### config.mk
export PLATFORM = sky130hd
export DESIGN_NAME = operand_queue
export DESIGN_NICKNAME = d
export VERILOG_FILES = /design/src/common/opq_pkg.sv /design/src/hdl/opq_fifo.sv /design/src/operand_queue/opq_widen.sv /design/src/operand_queue/opq_input_buffer.sv /design/src/operand_queue/opq_sequencer.sv /design/src/operand_queue/operand_queue.sv
export VERILOG_INCLUDE_DIRS = /design/src /design/src/common
export SDC_FILE = /design/constraint.sdc
export NUM_CORES = 1
export LEC_CHECK = 0
export BUFFER_PORTS_ARGS = -buffer_cell sky130_fd_sc_hd__buf_2
export CORE_ASPECT_RATIO = 1.4
export CORE_MARGIN = 2
export CORE_UTILIZATION = 45
export DETAILED_ROUTE_END_ITERATION = 6
export GPL_ROUTABILITY_DRIVEN = 1
export PLACE_DENSITY_LB_ADDON = 0.08
export SYNTH_ARGS = -nofsm -noshare
export SYNTH_HDL_FRONTEND = slang
export SYNTH_HIERARCHICAL = 1
export SYNTH_SLANG_ARGS = --single-unit
### constraint.sdc
create_clock -name clk_i -period 8.56 [get_ports clk_i]
set_clock_uncertainty 0.15 [all_clocks]
set_input_delay 1.712 -clock clk_i [delete_from_list [all_inputs] [get_ports clk_i]]
set_output_delay 1.712 -clock clk_i [all_outputs]
set_load 0.05 [all_outputs]
### src/common/opq_config.svh
// Sizes of the operand queue. The widening logic assumes a 64-bit data word
// and the credit count assumes the operand buffer depth equals the credits

`ifndef OPQ_CONFIG_SVH
`define OPQ_CONFIG_SVH

// Operand word width in bits
`define OPQ_DATA_W 64

// Command buffer entries
`define OPQ_CMD_DEPTH 2

// Operand buffer entries, also the number of credits
`define OPQ_BUF_DEPTH 2

// Width of the destination element count
`define OPQ_CNT_W 16

`endif

### src/common/opq_pkg.sv
// Types shared by the operand queue blocks
// The command struct is 21 bits with a 16-bit element count

`include "opq_config.svh"

package opq_pkg;

  // Source element width
  typedef enum logic [1:0] {
    EW8  = 2'd0,
    EW16 = 2'd1,
    EW32 = 2'd2,
    EW64 = 2'd3
  } eew_e;

  // Integer widening opcodes
  typedef enum logic [2:0] {
    CONV_NONE  = 3'd0,
    CONV_SEXT2 = 3'd1,
    CONV_ZEXT2 = 3'd2,
    CONV_SEXT4 = 3'd3,
    CONV_ZEXT4 = 3'd4
  } conv_e;

  // One command buffer entry
  typedef struct packed {
    eew_e                  eew;
    conv_e                 conv;
    logic [`OPQ_CNT_W-1:0] elem_count; // Destination elements to produce
  } opq_cmd_t;

endpackage

### src/hdl/opq_fifo.sv
// Synchronous FIFO without fall-through. A pushed entry shows at the head one
// cycle later. Flush empties it at the next edge and wins over push and pop

`timescale 1ns/1ps

module opq_fifo #(
  parameter int unsigned WIDTH = 8,
  parameter int unsigned DEPTH = 2
) (
  input  logic             clk_i,
  input  logic             rst_ni,
  input  logic             flush_i,
  input  logic             push_i,
  input  logic [WIDTH-1:0] data_i,
  input  logic             pop_i,
  output logic [WIDTH-1:0] data_o,
  output logic             empty_o,
  output logic             full_o
);

  localparam int unsigned PtrW = (DEPTH > 1) ? $clog2(DEPTH) : 1;
  localparam int unsigned CntW = $clog2(DEPTH + 1);

  logic [WIDTH-1:0] mem [DEPTH];
  logic [PtrW-1:0]  rptr_q, wptr_q;
  logic [CntW-1:0]  usage_q;

  assign data_o  = mem[rptr_q];
  assign empty_o = (usage_q == '0);
  assign full_o  = (usage_q == CntW'(DEPTH));

  always_ff @(posedge clk_i) begin
    if (push_i) begin
      mem[wptr_q] <= data_i;
    end
  end

  always_ff @(posedge clk_i or negedge rst_ni) begin
    if (!rst_ni) begin
      rptr_q  <= '0;
      wptr_q  <= '0;
      usage_q <= '0;
    end else if (flush_i) begin
      rptr_q  <= '0;
      wptr_q  <= '0;
      usage_q <= '0;
    end else begin
      if (push_i) begin
        wptr_q <= (wptr_q == PtrW'(DEPTH - 1)) ? '0 : wptr_q + 1'b1;
      end
      if (pop_i) begin
        rptr_q <= (rptr_q == PtrW'(DEPTH - 1)) ? '0 : rptr_q + 1'b1;
      end
      usage_q <= usage_q + CntW'(push_i) - CntW'(pop_i);
    end
  end

  // A push into a full buffer is only safe when the head leaves in the same cycle
  a_no_overflow: assert property (@(posedge clk_i) disable iff (!rst_ni)
    push_i && full_o |-> pop_i);
  a_no_underflow: assert property (@(posedge clk_i) disable iff (!rst_ni)
    pop_i |-> !empty_o);

endmodule

### src/operand_queue/opq_widen.sv
// Integer widening of the head operand, elements stored contiguously
// Unsupported eew and opcode pairs pass the word through unchanged

`timescale 1ns/1ps
`include "opq_config.svh"

module opq_widen (
  input  logic [`OPQ_DATA_W-1:0] operand_i,
  input  opq_pkg::eew_e          eew_i,
  input  opq_pkg::conv_e         conv_i,
  input  logic [2:0]             select_i,
  output logic [`OPQ_DATA_W-1:0] operand_o
);

  logic       is_sext;
  logic [5:0] base;

  assign is_sext = (conv_i == opq_pkg::CONV_SEXT2) || (conv_i == opq_pkg::CONV_SEXT4);
  // Bit offset of the first source element in the head word
  assign base    = {select_i, 3'b000};

  always_comb begin
    operand_o = operand_i;
    unique case (conv_i)
      opq_pkg::CONV_SEXT2, opq_pkg::CONV_ZEXT2: begin
        unique case (eew_i)
          opq_pkg::EW8: begin
            for (int i = 0; i < 4; i++) begin
              operand_o[16*i +: 16] =
                {{8{is_sext & operand_i[base + 8*i + 7]}}, operand_i[base + 8*i +: 8]};
            end
          end
          opq_pkg::EW16: begin
            for (int i = 0; i < 2; i++) begin
              operand_o[32*i +: 32] =
                {{16{is_sext & operand_i[base + 16*i + 15]}}, operand_i[base + 16*i +: 16]};
            end
          end
          opq_pkg::EW32: begin
            operand_o = {{32{is_sext & operand_i[base + 31]}}, operand_i[base +: 32]};
          end
          default: ;
        endcase
      end
      opq_pkg::CONV_SEXT4, opq_pkg::CONV_ZEXT4: begin
        unique case (eew_i)
          opq_pkg::EW8: begin
            for (int i = 0; i < 2; i++) begin
              operand_o[32*i +: 32] =
                {{24{is_sext & operand_i[base + 8*i + 7]}}, operand_i[base + 8*i +: 8]};
            end
          end
          opq_pkg::EW16: begin
            operand_o = {{48{is_sext & operand_i[base + 15]}}, operand_i[base +: 16]};
          end
          default: ;
        endcase
      end
      default: ;
    endcase
  end

endmodule

### src/operand_queue/opq_input_buffer.sv
// Operand buffer with credit flow control. The register file issues only
// while operand_ready_o is high, so the buffer never overflows

`timescale 1ns/1ps
`include "opq_config.svh"

module opq_input_buffer (
  input  logic                   clk_i,
  input  logic                   rst_ni,
  input  logic                   flush_i,
  input  logic [`OPQ_DATA_W-1:0] operand_i,
  input  logic                   operand_valid_i,
  input  logic                   operand_issued_i,
  input  logic                   pop_i,
  output logic [`OPQ_DATA_W-1:0] head_o,
  output logic                   head_valid_o,
  output logic                   operand_ready_o
);

  typedef logic [$clog2(`OPQ_BUF_DEPTH + 1)-1:0] credit_t;

  logic    empty;
  credit_t credits_d, credits_q;

  opq_fifo #(
    .WIDTH(`OPQ_DATA_W),
    .DEPTH(`OPQ_BUF_DEPTH)
  ) i_fifo (
    .clk_i  (clk_i),
    .rst_ni (rst_ni),
    .flush_i(flush_i),
    .push_i (operand_valid_i),
    .data_i (operand_i),
    .pop_i  (pop_i),
    .data_o (head_o),
    .empty_o(empty),
    .full_o ()
  );

  assign head_valid_o = ~empty;

  // Taken on issue, given back on pop, so a credit returns the cycle after a pop
  always_comb begin
    credits_d = credits_q;
    if (operand_issued_i && !pop_i) begin
      credits_d = credits_q + credit_t'(1);
    end else if (!operand_issued_i && pop_i) begin
      credits_d = credits_q - credit_t'(1);
    end
    if (flush_i) begin
      credits_d = '0;
    end
  end

  always_ff @(posedge clk_i or negedge rst_ni) begin
    if (!rst_ni) begin
      credits_q <= '0;
    end else begin
      credits_q <= credits_d;
    end
  end

  assign operand_ready_o = (credits_q != credit_t'(`OPQ_BUF_DEPTH));

  // Every arriving word belongs to an earlier issue that still holds its credit
  a_push_has_credit: assert property (@(posedge clk_i) disable iff (!rst_ni)
    operand_valid_i |-> credits_q != '0);

endmodule

### src/operand_queue/opq_sequencer.sv
// Output sequencing of the operand queue. Select and count advance only on
// an accepted output; the head command and operand are assumed consistent

`timescale 1ns/1ps
`include "opq_config.svh"

module opq_sequencer (
  input  logic              clk_i,
  input  logic              rst_ni,
  input  logic              flush_i,
  input  opq_pkg::opq_cmd_t cmd_i,
  input  logic              cmd_valid_i,
  input  logic              head_valid_i,
  input  logic              operand_ready_i,
  output logic              operand_valid_o,
  output logic [2:0]        select_o,
  output logic              ibuf_pop_o,
  output logic              cmd_pop_o
);

  logic [2:0]            select_d, select_q;
  logic [`OPQ_CNT_W-1:0] count_d, count_q;
  logic [`OPQ_CNT_W:0]   count_next;
  logic [1:0]            shift;
  logic [2:0]            step;
  logic [3:0]            rpw;
  logic                  fire;

  // Log2 of the widening factor and the byte step, pass-through for the rest
  always_comb begin
    shift = 2'd0;
    step  = 3'd0;
    unique case (cmd_i.conv)
      opq_pkg::CONV_SEXT2, opq_pkg::CONV_ZEXT2: begin
        if (cmd_i.eew != opq_pkg::EW64) begin
          shift = 2'd1;
          step  = 3'd4;
        end
      end
      opq_pkg::CONV_SEXT4, opq_pkg::CONV_ZEXT4: begin
        if (cmd_i.eew inside {opq_pkg::EW8, opq_pkg::EW16}) begin
          shift = 2'd2;
          step  = 3'd2;
        end
      end
      default: ;
    endcase
  end

  // Results per output word
  assign rpw        = (4'd8 >> cmd_i.eew) >> shift;
  assign count_next = {1'b0, count_q} + {{(`OPQ_CNT_W - 3){1'b0}}, rpw};

  assign operand_valid_o = head_valid_i & cmd_valid_i;
  assign fire            = operand_valid_o & operand_ready_i;
  assign select_o        = select_q;

  always_comb begin
    select_d   = select_q;
    count_d    = count_q;
    ibuf_pop_o = 1'b0;
    cmd_pop_o  = 1'b0;
    if (fire) begin
      select_d = select_q + step;
      count_d  = count_next[`OPQ_CNT_W-1:0];
      // A zero step wraps at once, so pass-through pops every word
      if (select_d == '0) begin
        ibuf_pop_o = 1'b1;
      end
      if (count_next >= {1'b0, cmd_i.elem_count}) begin
        ibuf_pop_o = 1'b1;
        cmd_pop_o  = 1'b1;
        select_d   = '0;
        count_d    = '0;
      end
    end
    if (flush_i) begin
      select_d = '0;
      count_d  = '0;
    end
  end

  always_ff @(posedge clk_i or negedge rst_ni) begin
    if (!rst_ni) begin
      select_q <= '0;
      count_q  <= '0;
    end else begin
      select_q <= select_d;
      count_q  <= count_d;
    end
  end

  // A command with no elements would never produce an output to end it
  a_cmd_count_nonzero: assert property (@(posedge clk_i) disable iff (!rst_ni)
    cmd_valid_i |-> cmd_i.elem_count != '0);

endmodule

### src/operand_queue/operand_queue.sv
// Operand queue for one vector lane. Commands and operands arrive as strobes
// with no back-pressure, and the register file is throttled by credits

`timescale 1ns/1ps
`include "opq_config.svh"

module operand_queue (
  input  logic                   clk_i,
  input  logic                   rst_ni,
  input  logic                   flush_i,
  // Command stream
  input  opq_pkg::opq_cmd_t      cmd_i,
  input  logic                   cmd_valid_i,
  // Register file side
  input  logic [`OPQ_DATA_W-1:0] operand_i,
  input  logic                   operand_valid_i,
  input  logic                   operand_issued_i,
  output logic                   operand_ready_o,
  // Functional unit side
  output logic [`OPQ_DATA_W-1:0] operand_o,
  output logic                   operand_valid_o,
  input  logic                   operand_ready_i
);

  opq_pkg::opq_cmd_t      cmd;
  logic                   cmd_empty;
  logic                   cmd_valid;
  logic                   cmd_pop;
  logic [`OPQ_DATA_W-1:0] ibuf_head;
  logic                   ibuf_head_valid;
  logic                   ibuf_pop;
  logic [2:0]             select;

  //////////////////////////////////////////////////
  // Command buffer
  //////////////////////////////////////////////////

  opq_fifo #(
    .WIDTH($bits(opq_pkg::opq_cmd_t)),
    .DEPTH(`OPQ_CMD_DEPTH)
  ) i_cmd_buffer (
    .clk_i  (clk_i),
    .rst_ni (rst_ni),
    .flush_i(flush_i),
    .push_i (cmd_valid_i),
    .data_i (cmd_i),
    .pop_i  (cmd_pop),
    .data_o (cmd),
    .empty_o(cmd_empty),
    .full_o ()
  );

  assign cmd_valid = ~cmd_empty;

  //////////////////////////////////////////////////
  // Operand path
  //////////////////////////////////////////////////

  opq_input_buffer i_input_buffer (
    .clk_i           (clk_i),
    .rst_ni          (rst_ni),
    .flush_i         (flush_i),
    .operand_i       (operand_i),
    .operand_valid_i (operand_valid_i),
    .operand_issued_i(operand_issued_i),
    .pop_i           (ibuf_pop),
    .head_o          (ibuf_head),
    .head_valid_o    (ibuf_head_valid),
    .operand_ready_o (operand_ready_o)
  );

  opq_widen i_widen (
    .operand_i(ibuf_head),
    .eew_i    (cmd.eew),
    .conv_i   (cmd.conv),
    .select_i (select),
    .operand_o(operand_o)
  );

  opq_sequencer i_sequencer (
    .clk_i          (clk_i),
    .rst_ni         (rst_ni),
    .flush_i        (flush_i),
    .cmd_i          (cmd),
    .cmd_valid_i    (cmd_valid),
    .head_valid_i   (ibuf_head_valid),
    .operand_ready_i(operand_ready_i),
    .operand_valid_o(operand_valid_o),
    .select_o       (select),
    .ibuf_pop_o     (ibuf_pop),
    .cmd_pop_o      (cmd_pop)
  );

endmodule

==> results.tsv <==
metric	value	unit
number of endpoints with negative hold slack in the final report	0	
Starting Density	45.8	%
net count after synthesis	1147	
count of cells resized by post-cts repair	0	
Max Clock Freq	153	MHz
average cell area after synthesis	12.1	µm²
first-pass GRT wire length	53600	µm
worst hold path stage count	1	
first-pass iteration count of the detailed router	5	
CTS tree	yes	
critical path, cell by cell	mux2_2 -> clkinv_1 -> nor2_1 -> o2111ai_1 -> a31oi_2 -> a21oi_1 -> o211ai_1 -> buf_2	
category of the worst setup path capture point	output pin	
highest net fanout along the worst path	26	
status	completed	
max_cap viols	0	
number of ports placed on the die boundary	158	
pin count of the biggest net entering global routing	70	
vias	9058	
period utilization	76.3	%
iteration-0 DRC count of the detailed router	747	
highest-delay cell along the critical path	sky130_fd_sc_hd__nor2_1	
antenna violations before repair	3	
power per cell area	195	mW/mm²
final wirelength	36000	µm
diode insertion count for antenna repair	0	
accumulated negative setup slack	0	ns
total grt overflow	0	
critical path arrival	4.67	ns
number of buffers added for setup after CTS	0	
quantity of hold-fixing buffers added after cts	0	
via count of the first global-routing pass	8977	
number of clock sinks seen by CTS	198	
hpwl dp	26700	µm
number of cells produced by synthesis	1026	
number of buffers between clock root and the deepest sink	2	
area of the die	0.0289	mm²
total count of max-transition violations in the final report	0	
netlist area before placement	0.0124	mm²
class of the tightest hold or removal check	flop to flop	
end of the worst register-to-register path	i_input_buffer/i_fifo/usage_q[1]	
required time of the critical path	6.70	ns
CP top delay family	compound AO/OA/AOI/OAI gates	
worst-case hold path end point	i_sequencer/count_q[14]	
average detailed-routed wire length per instance	23.5	µm
VDD IR max	0.000150	V
chip height	200	µm
layout overhead on the synthesized area	12.6	%
Final GP Congestion	0.962	
standby leakage power	0.00550	µW
Detail Route Antenna Nets	0	
GRT Resource Usage Total	25.0	%
number of buffers inserted during clock tree synthesis	17	
post-layout util	51.6	%
category of the critical setup timing path	flop to output pin	
launch instance of the worst register-to-register path	i_cmd_buffer/rptr_q	
Std-Cell Core Area	0.0270	mm²
number of vias per cell	5.92	
Relative slew margins	9.55	%
max incr delay on CP	0.82	ns
Clk Tree Root Cell	sky130_fd_sc_hd__clkbuf_16	
depth of the worst register-to-register path	21	
final routed DRC violation total	0	
setup repair after global routing missed its margin	false	
Yosys Warn Count	6	
final critical delay including setup and external delays	6.53	ns
hold path startpoint	i_sequencer/count_q[14]	
layout cells sized above 1	30.9	%
horizontal extent of the die	144	µm
count of input and output buffers	157	
worst-margin pin slew	1.35	ns
clock transition time at the flip-flop clock pins of the worst setup and hold paths	0.07	ns
Row Count	71	
worst setup slack for register-to-register paths	2.70	ns
number of buffer and inverter instances along the worst setup path	2	
clock insertion delay at the later pin of the skew report	0.45	ns
nets@finish	1274	
final-report setup violation count	0	
htree depth	4	
type of element launching the critical path	flop	
[per-stage QoR]
step                cell area (µm²)  setup WS (ns)  power [µW]  cells  hold slack (ns)
finish                        13900           2.03        2710   1531            0.353
global route                  13900           1.77        2810   1531            0.388
CTS                           13900           2.01        2720   1531            0.358
detailed placement            13300           2.50        1910   1499            0.339
global placement              13300           2.48        1910   1499            0.334
floorplan                     12400           3.39        1700   1026            0.316
[layout make-up]
cell class                 instances  area, µm²
clock buffer                      21        450
clock inverter                    11        141
fill                            2458      13100
inverter                          43        161
multi-input combinational        722       6020
sequential                       198       5810
tap                              365        457
timing repair buffer             171        891
[metal layers]
layer	part of all wire, %	track usage [%]
met2	52	43.7
met1	38	28.8
met4	5.8	14.2
met3	4.6	3.75
met5	0.044	0
[registers in the layout (all words and copies together), names as in the netlist]
name,cells
i_cmd_buffer/usage_q,2
i_input_buffer/i_fifo/usage_q,2
i_cmd_buffer/mem,42
i_cmd_buffer/rptr_q,1
i_input_buffer/i_fifo/rptr_q,1
i_sequencer/select_o,2
i_input_buffer/i_fifo/mem,128
i_input_buffer/credits_q,2
i_input_buffer/i_fifo/wptr_q,1
i_sequencer/count_q,16
i_cmd_buffer/wptr_q,1
[where the power goes]
part | internal, µW | switching [µW] | leakage [µW] | total (µW)
Clock | 446 | 369 | 0.000283 | 815
Combinational | 241 | 521 | 0.00324 | 762
Sequential | 1110 | 21.2 | 0.00197 | 1130
[cell usage in the layout (no fill, tap or decap), types with 8 or more instances in the layout]
cell and count:
sky130_fd_sc_hd__a211oi_1 12, sky130_fd_sc_hd__o21ai_0 16, sky130_fd_sc_hd__nand3_1 33, sky130_fd_sc_hd__dfrtp_1 25, sky130_fd_sc_hd__xor2_1 8, sky130_fd_sc_hd__a22o_1 11
sky130_fd_sc_hd__a21oi_1 53, sky130_fd_sc_hd__buf_2 157, sky130_fd_sc_hd__o211ai_1 18, sky130_fd_sc_hd__xnor2_1 19, sky130_fd_sc_hd__inv_1 39, sky130_fd_sc_hd__nor2_1 73
sky130_fd_sc_hd__clkbuf_16 17, sky130_fd_sc_hd__mux2i_1 45, sky130_fd_sc_hd__mux4_2 17, sky130_fd_sc_hd__mux2_4 52, sky130_fd_sc_hd__o22ai_1 15, sky130_fd_sc_hd__ha_1 28
sky130_fd_sc_hd__nand2_1 65, sky130_fd_sc_hd__nor2b_1 9, sky130_fd_sc_hd__o311a_1 8, sky130_fd_sc_hd__o221ai_1 17, sky130_fd_sc_hd__edfxtp_1 170, sky130_fd_sc_hd__nor3_1 9
sky130_fd_sc_hd__buf_4 14, sky130_fd_sc_hd__a21o_1 18, sky130_fd_sc_hd__mux2_2 52
[worst max path at each step]
stage / start / end / cells past startpoint
5_1_grt: i_sequencer/select_o[1] / operand_o[63] / 10
4_1_cts: i_sequencer/select_o[1] / operand_o[63] / 10
2_1_floorplan: operand_valid_i / i_input_buffer/i_fifo/mem[0][0] / 1
3_5_place_dp: i_sequencer/select_o[1] / operand_o[63] / 10
3_3_place_gp: i_cmd_buffer/rptr_q / operand_o[63] / 8
6_report: i_cmd_buffer/rptr_q / operand_o[49] / 8
Note: power is estimated with default switching activity, not from simulation.
